==> config.mk <==
export PLATFORM = sky130hd
export DESIGN_NAME = rf_axil_top
export DESIGN_NICKNAME = d
export VERILOG_FILES = /design/src/rf_pkg.sv /design/src/rf_array_64x34.sv /design/src/rf_axil_top.sv /design/src/rf_pg_64x33.sv /design/src/rf_pwr_ctrl.sv /design/src/rf_rd_ctrl.sv /design/src/rf_wr_ctrl.sv
export SDC_FILE = /design/constraint.sdc
export NUM_CORES = 2
export LEC_CHECK = 0
export ABC_CLOCK_PERIOD_IN_PS = 5670
export BUFFER_PORTS_ARGS = -buffer_cell sky130_fd_sc_hd__buf_2
export CAP_MARGIN = 40
export CORE_MARGIN = 3
export CORE_UTILIZATION = 55
export DETAILED_ROUTE_END_ITERATION = 10
export PLACE_DENSITY = 0.69
export SYNTH_ARGS = -nofsm -noshare
export SYNTH_HDL_FRONTEND = slang
export SYNTH_HIERARCHICAL = 1
export SYNTH_SLANG_ARGS = --single-unit
==> constraint.sdc <==
create_clock -name clk -period 5.67 [get_ports clk]
set_input_delay 0.8505 -clock clk [delete_from_list [all_inputs] [get_ports clk]]
set_output_delay 0.8505 -clock clk [all_outputs]
set_load 0.01 [all_outputs]
==> src/rf_pkg.sv <==
package rf_pkg;

    // ----------------------------------------
    // Widths
    // ----------------------------------------

    // AXI4-Lite bus fields
    typedef logic [11:0] axil_addr_t;
    typedef logic [31:0] axil_data_t;
    typedef logic [3:0]  axil_strb_t;
    typedef logic [1:0]  axil_resp_t;

    // Array index and stored word, parity sits in bit 32
    typedef logic [5:0]  rf_addr_t;
    typedef logic [32:0] rf_word_t;

    localparam int RF_DEPTH = 64;

    // Power-chain delay of the array, in clock cycles
    localparam int WAKE_CYCLES = 4;

    // ----------------------------------------
    // Address map and responses
    // ----------------------------------------

    localparam axil_addr_t DATA_BASE   = 12'h000;
    localparam axil_addr_t DATA_LAST   = 12'h0FC;
    localparam axil_addr_t CTRL_ADDR   = 12'h100;
    localparam axil_addr_t STATUS_ADDR = 12'h104;

    localparam axil_resp_t RESP_OKAY   = 2'd0;
    localparam axil_resp_t RESP_SLVERR = 2'd2;

    // Power sequencer states
    typedef enum logic [1:0] {
        PWR_OFF,
        PWR_WAKE,
        PWR_ON,
        PWR_ISOLATE
    } pwr_state_e;

    // ----------------------------------------
    // Bus and memory-port bundles
    // ----------------------------------------

    typedef struct packed {
        logic       awvalid;
        axil_addr_t awaddr;
        logic       wvalid;
        axil_data_t wdata;
        axil_strb_t wstrb;
        logic       bready;
    } axil_wr_req_t;

    typedef struct packed {
        logic       awready;
        logic       wready;
        logic       bvalid;
        axil_resp_t bresp;
    } axil_wr_rsp_t;

    typedef struct packed {
        logic       arvalid;
        axil_addr_t araddr;
        logic       rready;
    } axil_rd_req_t;

    typedef struct packed {
        logic       arready;
        logic       rvalid;
        axil_data_t rdata;
        axil_resp_t rresp;
    } axil_rd_rsp_t;

    typedef struct packed {
        logic     we;
        rf_addr_t waddr;
        rf_word_t wdata;
    } rf_wr_t;

    typedef struct packed {
        logic     re;
        rf_addr_t raddr;
    } rf_rd_t;

endpackage

==> src/rf_array_64x34.sv <==
`timescale 1ns/1ps

module rf_array_64x34
    import rf_pkg::*;
(
     input  logic        wclk
    ,input  logic        we
    ,input  rf_addr_t    waddr
    ,input  logic [33:0] wdata

    ,input  logic        rclk
    ,input  logic        re
    ,input  rf_addr_t    raddr
    ,output logic [33:0] rdata

    ,input  logic        ip_reset_b
    ,input  logic        pgcb_isol_en
    ,input  logic        pwr_enable_b_in
    ,output logic        pwr_enable_b_out
);

    logic [33:0]            mem [RF_DEPTH];
    logic [WAKE_CYCLES-1:0] pwr_chain;
    logic                   pwr_off;

    // ----------------------------------------
    // Power-enable chain
    // ----------------------------------------

    // The enable ripples through the array's power switches one stage per cycle
    always_ff @(posedge wclk) begin
        pwr_chain <= {pwr_chain[WAKE_CYCLES-2:0], pwr_enable_b_in};
    end

    // The last stage tells the sequencer that the whole array follows the request
    assign pwr_enable_b_out = pwr_chain[WAKE_CYCLES-1];
    assign pwr_off          = pwr_chain[WAKE_CYCLES-1];

    // ----------------------------------------
    // Storage
    // ----------------------------------------

    // Without supply the bit cells float high, so every word reads back as ones
    // Writes are lost until the chain reports power on again
    always_ff @(posedge wclk) begin
        if (pwr_off) begin
            for (int i = 0; i < RF_DEPTH; i++) begin
                mem[i] <= '1;
            end
        end else if (we) begin
            mem[waddr] <= wdata;
        end
    end

    // Read register, clamped to zero while the outputs are isolated or in reset
    always_ff @(posedge rclk) begin
        if (!ip_reset_b || pgcb_isol_en) begin
            rdata <= '0;
        end else if (re) begin
            rdata <= mem[raddr];
        end
    end

endmodule

==> src/rf_axil_top.sv <==
`timescale 1ns/1ps

module rf_axil_top
    import rf_pkg::*;
(
     input  logic         clk
    ,input  logic         arst_n
    ,input  axil_wr_req_t wr_req
    ,output axil_wr_rsp_t wr_rsp
    ,input  axil_rd_req_t rd_req
    ,output axil_rd_rsp_t rd_rsp
);

    rf_wr_t   mem_wr;
    rf_rd_t   mem_rd;
    rf_word_t mem_rdata;
    logic     pwr_req;
    logic     powered;
    logic     pwr_enable_b_in;
    logic     pwr_enable_b_out;
    logic     pgcb_isol_en;

    // ----------------------------------------
    // Bus controllers
    // ----------------------------------------

    rf_wr_ctrl u_wr_ctrl (
         .clk     (clk)
        ,.arst_n  (arst_n)
        ,.req     (wr_req)
        ,.powered (powered)
        ,.rsp     (wr_rsp)
        ,.mem_wr  (mem_wr)
        ,.pwr_req (pwr_req)
    );

    rf_rd_ctrl u_rd_ctrl (
         .clk     (clk)
        ,.arst_n  (arst_n)
        ,.req     (rd_req)
        ,.powered (powered)
        ,.pwr_req (pwr_req)
        ,.rdata   (mem_rdata)
        ,.rsp     (rd_rsp)
        ,.mem_rd  (mem_rd)
    );

    rf_pwr_ctrl u_pwr_ctrl (
         .clk              (clk)
        ,.arst_n           (arst_n)
        ,.pwr_req          (pwr_req)
        ,.pwr_enable_b_out (pwr_enable_b_out)
        ,.pwr_enable_b_in  (pwr_enable_b_in)
        ,.pgcb_isol_en     (pgcb_isol_en)
        ,.powered          (powered)
    );

    // ----------------------------------------
    // Memory, both ports on the one clock
    // ----------------------------------------

    rf_pg_64x33 u_mem (
         .wclk             (clk)
        ,.wclk_rst_n       (arst_n)
        ,.we               (mem_wr.we)
        ,.waddr            (mem_wr.waddr)
        ,.wdata            (mem_wr.wdata)
        ,.rclk             (clk)
        ,.rclk_rst_n       (arst_n)
        ,.re               (mem_rd.re)
        ,.raddr            (mem_rd.raddr)
        ,.rdata            (mem_rdata)
        ,.pgcb_isol_en     (pgcb_isol_en)
        ,.pwr_enable_b_in  (pwr_enable_b_in)
        ,.pwr_enable_b_out (pwr_enable_b_out)
        ,.ip_reset_b       (arst_n)
    );

endmodule

==> src/rf_pg_64x33.sv <==
`timescale 1ns/1ps

module rf_pg_64x33
    import rf_pkg::*;
(
     input  logic     wclk
    ,input  logic     wclk_rst_n
    ,input  logic     we
    ,input  rf_addr_t waddr
    ,input  rf_word_t wdata

    ,input  logic     rclk
    ,input  logic     rclk_rst_n
    ,input  logic     re
    ,input  rf_addr_t raddr
    ,output rf_word_t rdata

    // Power interface
    ,input  logic     pgcb_isol_en
    ,input  logic     pwr_enable_b_in
    ,output logic     pwr_enable_b_out

    ,input  logic     ip_reset_b
);

    logic [33:0] wdata_pad;
    logic [33:0] rdata_pad;
    logic [1:0]  rst_sync;
    logic        rst_src_n;
    logic        we_gated;

    // ----------------------------------------
    // Array reset synchronizer
    // ----------------------------------------

    // Either reset source asserts at once and releases two rclk edges later
    assign rst_src_n = ip_reset_b && rclk_rst_n;

    always_ff @(posedge rclk or negedge rst_src_n) begin
        if (!rst_src_n) begin
            rst_sync <= '0;
        end else begin
            rst_sync <= {rst_sync[0], 1'b1};
        end
    end

    // No write reaches the array while its write domain is held in reset
    assign we_gated = we && wclk_rst_n;

    // The physical array is one bit wider than the stored word
    assign wdata_pad = {1'b0, wdata};

    rf_array_64x34 u_array (
         .wclk             (wclk)
        ,.we               (we_gated)
        ,.waddr            (waddr)
        ,.wdata            (wdata_pad)
        ,.rclk             (rclk)
        ,.re               (re)
        ,.raddr            (raddr)
        ,.rdata            (rdata_pad)
        ,.ip_reset_b       (rst_sync[1])
        ,.pgcb_isol_en     (pgcb_isol_en)
        ,.pwr_enable_b_in  (pwr_enable_b_in)
        ,.pwr_enable_b_out (pwr_enable_b_out)
    );

    // Spare top bit is dropped on the way out
    assign rdata = rdata_pad[$bits(rf_word_t)-1:0];

endmodule

==> src/rf_pwr_ctrl.sv <==
`timescale 1ns/1ps

module rf_pwr_ctrl
    import rf_pkg::*;
(
     input  logic clk
    ,input  logic arst_n
    ,input  logic pwr_req
    ,input  logic pwr_enable_b_out
    ,output logic pwr_enable_b_in
    ,output logic pgcb_isol_en
    ,output logic powered
);

    pwr_state_e state;
    pwr_state_e state_nxt;

    // ----------------------------------------
    // State register
    // ----------------------------------------

    always_ff @(posedge clk or negedge arst_n) begin
        if (!arst_n) begin
            state <= PWR_OFF;
        end else begin
            state <= state_nxt;
        end
    end

    // ----------------------------------------
    // Next state
    // ----------------------------------------

    always_comb begin
        state_nxt = state;
        case (state)
            // Waits until the chain has fully switched off, so a quick
            // re-request still sees the contents lost
            PWR_OFF: begin
                if (pwr_req && pwr_enable_b_out) begin
                    state_nxt = PWR_WAKE;
                end
            end
            // A wake-up always completes, a late off request is handled from ON
            PWR_WAKE: begin
                if (!pwr_enable_b_out) begin
                    state_nxt = PWR_ON;
                end
            end
            PWR_ON: begin
                if (!pwr_req) begin
                    state_nxt = PWR_ISOLATE;
                end
            end
            // One cycle of isolation before the supply is removed
            PWR_ISOLATE: begin
                state_nxt = PWR_OFF;
            end
            default: begin
                state_nxt = PWR_OFF;
            end
        endcase
    end

    // Outputs decode straight from the state register
    // Enable is low from the start of wake until isolation has been applied
    assign pwr_enable_b_in = (state == PWR_OFF);
    assign pgcb_isol_en    = (state != PWR_ON);
    assign powered         = (state == PWR_ON);

endmodule

==> src/rf_rd_ctrl.sv <==
`timescale 1ns/1ps

module rf_rd_ctrl
    import rf_pkg::*;
(
     input  logic         clk
    ,input  logic         arst_n
    ,input  axil_rd_req_t req
    ,input  logic         powered
    ,input  logic         pwr_req
    ,input  rf_word_t     rdata
    ,output axil_rd_rsp_t rsp
    ,output rf_rd_t       mem_rd
);

    logic       arready;
    logic       accept;
    logic       p1_valid;
    logic       p1_data;
    logic       p1_ctrl;
    logic       p1_status;
    logic       p1_powered;
    logic       parity_err;
    logic       rvalid;
    axil_data_t rdata_d;
    axil_resp_t rresp_d;
    axil_data_t rdata_q;
    axil_resp_t rresp_q;

    // ----------------------------------------
    // AR acceptance and array read
    // ----------------------------------------

    // One read in flight at a time, from AR transfer until the R beat is taken
    assign arready = !p1_valid && !rvalid;
    assign accept  = req.arvalid && arready;

    // The array is read on every accepted address, the result is used for data words only
    assign mem_rd.re    = accept;
    assign mem_rd.raddr = req.araddr[2 +: $bits(rf_addr_t)];

    always_ff @(posedge clk or negedge arst_n) begin
        if (!arst_n) begin
            p1_valid <= 1'b0;
            rvalid   <= 1'b0;
        end else begin
            p1_valid <= accept;
            if (p1_valid) begin
                rvalid <= 1'b1;
            end else if (req.rready) begin
                rvalid <= 1'b0;
            end
        end
    end

    // Address class and power state are frozen at acceptance
    always_ff @(posedge clk) begin
        if (accept) begin
            p1_data    <= (req.araddr >= DATA_BASE) && (req.araddr <= DATA_LAST);
            p1_ctrl    <= (req.araddr == CTRL_ADDR);
            p1_status  <= (req.araddr == STATUS_ADDR);
            p1_powered <= powered;
        end
    end

    // ----------------------------------------
    // Parity check and R response
    // ----------------------------------------

    // A good word has an even number of ones over data and parity
    assign parity_err = ^rdata;

    always_comb begin
        rdata_d = '0;
        rresp_d = RESP_SLVERR;
        if (p1_data) begin
            // Powered-down reads return nothing, a bad word still returns its data
            if (p1_powered) begin
                rdata_d = rdata[31:0];
                rresp_d = parity_err ? RESP_SLVERR : RESP_OKAY;
            end
        end else if (p1_ctrl) begin
            rdata_d = {31'd0, pwr_req};
            rresp_d = RESP_OKAY;
        end else if (p1_status) begin
            rdata_d = {31'd0, powered};
            rresp_d = RESP_OKAY;
        end
    end

    always_ff @(posedge clk) begin
        if (p1_valid) begin
            rdata_q <= rdata_d;
            rresp_q <= rresp_d;
        end
    end

    assign rsp.arready = arready;
    assign rsp.rvalid  = rvalid;
    assign rsp.rdata   = rdata_q;
    assign rsp.rresp   = rresp_q;

endmodule

==> src/rf_wr_ctrl.sv <==
`timescale 1ns/1ps

module rf_wr_ctrl
    import rf_pkg::*;
(
     input  logic         clk
    ,input  logic         arst_n
    ,input  axil_wr_req_t req
    ,input  logic         powered
    ,output axil_wr_rsp_t rsp
    ,output rf_wr_t       mem_wr
    ,output logic         pwr_req
);

    logic       accept;
    logic       in_data;
    logic       full_strb;
    logic       data_ok;
    logic       ctrl_hit;
    logic       bvalid;
    axil_resp_t bresp;
    axil_resp_t resp_d;

    // ----------------------------------------
    // Acceptance and decode
    // ----------------------------------------

    // AW and W are taken together, and only once the previous B beat has left
    assign accept = req.awvalid && req.wvalid && !bvalid;

    assign in_data   = (req.awaddr >= DATA_BASE) && (req.awaddr <= DATA_LAST);
    assign full_strb = &req.wstrb;
    assign ctrl_hit  = (req.awaddr == CTRL_ADDR);

    // A data word needs all bytes since parity covers the full word
    assign data_ok = in_data && full_strb && powered;

    // Status register is read-only and falls into the error case here
    assign resp_d = (data_ok || ctrl_hit) ? RESP_OKAY : RESP_SLVERR;

    // ----------------------------------------
    // Array write port
    // ----------------------------------------

    assign mem_wr.we    = accept && data_ok;
    assign mem_wr.waddr = req.awaddr[2 +: $bits(rf_addr_t)];
    // Even parity, so the stored word always holds an even count of ones
    assign mem_wr.wdata = {^req.wdata, req.wdata};

    // ----------------------------------------
    // Control register and B channel
    // ----------------------------------------

    always_ff @(posedge clk or negedge arst_n) begin
        if (!arst_n) begin
            bvalid  <= 1'b0;
            pwr_req <= 1'b0;
        end else begin
            if (accept) begin
                bvalid <= 1'b1;
            end else if (req.bready) begin
                bvalid <= 1'b0;
            end
            // Only the low byte lane carries the power request
            if (accept && ctrl_hit && req.wstrb[0]) begin
                pwr_req <= req.wdata[0];
            end
        end
    end

    always_ff @(posedge clk) begin
        if (accept) begin
            bresp <= resp_d;
        end
    end

    assign rsp.awready = accept;
    assign rsp.wready  = accept;
    assign rsp.bvalid  = bvalid;
    assign rsp.bresp   = bresp;

endmodule

==> results.tsv <==
stage	metric	value	unit
floorplan	die area	0.189	mm²
critical_path	critical path capture point type	flop	
timing	Final Critical Period	4.69	ns
floorplan	core area	0.182	mm²
critical_path	CP Max Fanout	16	
timing	Worst Clk Skew	0.0541	ns
timing	Final Cycle Share	82.7	%
critical_path	worst setup path class	reg -> reg	
global_route	total track usage	32.8	%
floorplan	IO Count	108	
job	Max-cap violations	0	
timing	final slew viol count	0	
finish	Final Util	61.3	%
timing	Final Hold Slack	0.185	ns
finish	most frequent cells in the layout	edfxtp_1, or2_2, or3_1	
routing	Vias	62000	
place	gpl congestion	0.925	
synthesis	cells after synthesis	6837	
critical_path	worst path arrival time	5.27	ns
clock_network	CTS resizes	0	
synthesis	Avg Inst Size Synth	14.8	µm²
routing	final WL	310000	µm
finish	nets@finish	6689	
routing	drt wl/cell	33.5	µm
finish	most common cell after layout, fill and taps aside	edfxtp_1	
place	hpwl dp	184000	µm
routing	vias per inst	6.70	
global_route	largest net degree at the start of global routing	121	
timing	Worst-Margin Slew	1.14	ns
global_route	number of global-route vias before repair	60100	
min_path	hold crit path type	in -> reg	
critical_path	Critical Path RT	6.25	ns
timing	endpoints failing setup	0	
clock_network	H-tree depth	4	
clock_network	clk_lat worst skew	0.89	ns
global_route	initial antenna violation count	29	
status	outcome	finished clean	
routing	Pre-antenna DRT Iters	7	
clock_network	Bufs on Longest Clock Path	3	
clock_network	clock root buffer	clkbuf_16	
floorplan	die height	434	µm
finish	share of cells above drive strength 1	34.0	%
floorplan	Chip Width	434	µm
synthesis	synthesized net count	6908	
timing	RSZ-0062 raised after global routing	no	
clock_network	post-CTS setup buffers	0	
critical_path	startpoint types	flop	
clock_network	CTS tree	built	
power	Peak supply drop	0.570	mV
power	Pleak	27.1	nW
clock_network	CTS clk-pin slew, worst paths	0.06	ns
routing	Residual DRC	0	
power	Power Density	356	mW/mm²
synthesis	Post-Syn Area	0.101	mm²
global_route	GR Overflow Total	0	
clock_network	CTS Sinks	2195	
critical_path	Crit-path slowest cell	and3_1	
critical_path	CP Cell Sequence	inv_1 -> ha_1 -> nand4_1 -> nor3b_1 -> o311ai_0 -> nor2_1 -> and2_1 -> nor2b_1 -> and3_1 -> nand2_1 -> buf_4 -> or2_2	
timing	fmax	0.213	GHz
critical_path	Largest stage delay, worst path	0.63	ns
floorplan	Starting Density	55.6	%
routing	DRT antenna net count	0	
synthesis	Syn. warnings	6	
routing	starting DRC count in detailed routing	9544	
floorplan	FP Rows	156	
global_route	first-pass GRT wire length	439000	µm
clock_network	hold_buf cts	1	
timing	post-route setup TNS	0	ns
clock_network	CTS buffer count	219	
timing	Slew HR	24.3	%
timing	final hold violation count	0	
place	PortBufs	105	
finish	area grow syn2layout	10.3	%
[flip-flops by register name, indices dropped and copies added (netlist names)]
register,cells
u_wr_ctrl/bvalid,1
u_rd_ctrl/p1_ctrl,1
u_rd_ctrl/p1_data,1
u_pwr_ctrl/state,2
u_mem/u_array/pwr_chain,4
u_mem/u_array/rdata,33
u_rd_ctrl/rresp_q,1
u_rd_ctrl/p1_valid,1
u_rd_ctrl/rdata_q,32
u_wr_ctrl/bresp,1
u_rd_ctrl/p1_status,1
u_rd_ctrl/p1_powered,1
u_mem/u_array/mem,2112
u_wr_ctrl/pwr_req,1
u_rd_ctrl/rvalid,1
u_mem/rst_sync,2
[stage by stage]
step | worst slack (ns) | instance area, µm² | std cells | power [mW]
6_report | 0.980 | 111000 | 9254 | 39.6
3_5_place_dp | 1.15 | 105000 | 8842 | 26.0
5_1_grt | 0.914 | 111000 | 9244 | 40.5
3_3_place_gp | 1.15 | 104000 | 8823 | 25.9
4_1_cts | 1.20 | 111000 | 9240 | 39.6
2_1_floorplan | 1.13 | 101000 | 6837 | 22.8
[area by class of cell]
cell class | count | area [µm²]
sequential | 2195 | 65500
antenna | 11 | 27.5
inverter | 10 | 37.5
multi-input combinational | 3772 | 32200
clock buffer | 271 | 5800
fill | 13300 | 70300
tap | 2449 | 3060
clock inverter | 126 | 962
timing repair buffer | 420 | 3770
[worst paths after layout]
check / end / depth (start not counted) / start / slack, ns
setup reg to reg: u_mem/u_array/mem[10][4] / 12 / u_pwr_ctrl/state[0] / 0.98
hold / removal: u_wr_ctrl/bvalid / 2 / wr_req[0] / 0.19
min in group asynchronous: u_rd_ctrl/p1_valid / 2 / arst_n / 0.46
max in group asynchronous: u_mem/rst_sync[0] / 3 / arst_n / 4.77
hold reg to reg: u_mem/u_array/pwr_chain[2] / 0 / u_mem/u_array/pwr_chain[1] / 0.33
setup / recovery: u_mem/u_array/mem[10][4] / 12 / u_pwr_ctrl/state[0] / 0.98
[power by group]
| group | leakage (nW) | switching (mW) | internal, mW | total [mW] |
|---|---|---|---|---|
| registers | 13.9 | 0.105 | 19.2 | 19.3 |
| logic | 9.87 | 5.07 | 1.35 | 6.42 |
| clock network | 3.33 | 6.19 | 7.68 | 13.9 |
| total | 27.1 | 11.4 | 28.2 | 39.6 |
[per-layer routing]
metal,track usage [%],routed length (µm)
met5,0,34
met4,16.0,17300
met3,9.01,40800
met2,48.6,138000
met1,45.2,113000
[critical path: cells and delay by family, from the launching register on]
| family | cells | cell delay [ns] |
|---|---|---|
| fa+ha+maj | 1 | 0.31 |
| simple gates | 8 | 2.93 |
| compound gates | 1 | 0.23 |
| buf+inv | 2 | 0.52 |
| flops | 1 | 0.40 |
Power figures use the tool's default switching activity.
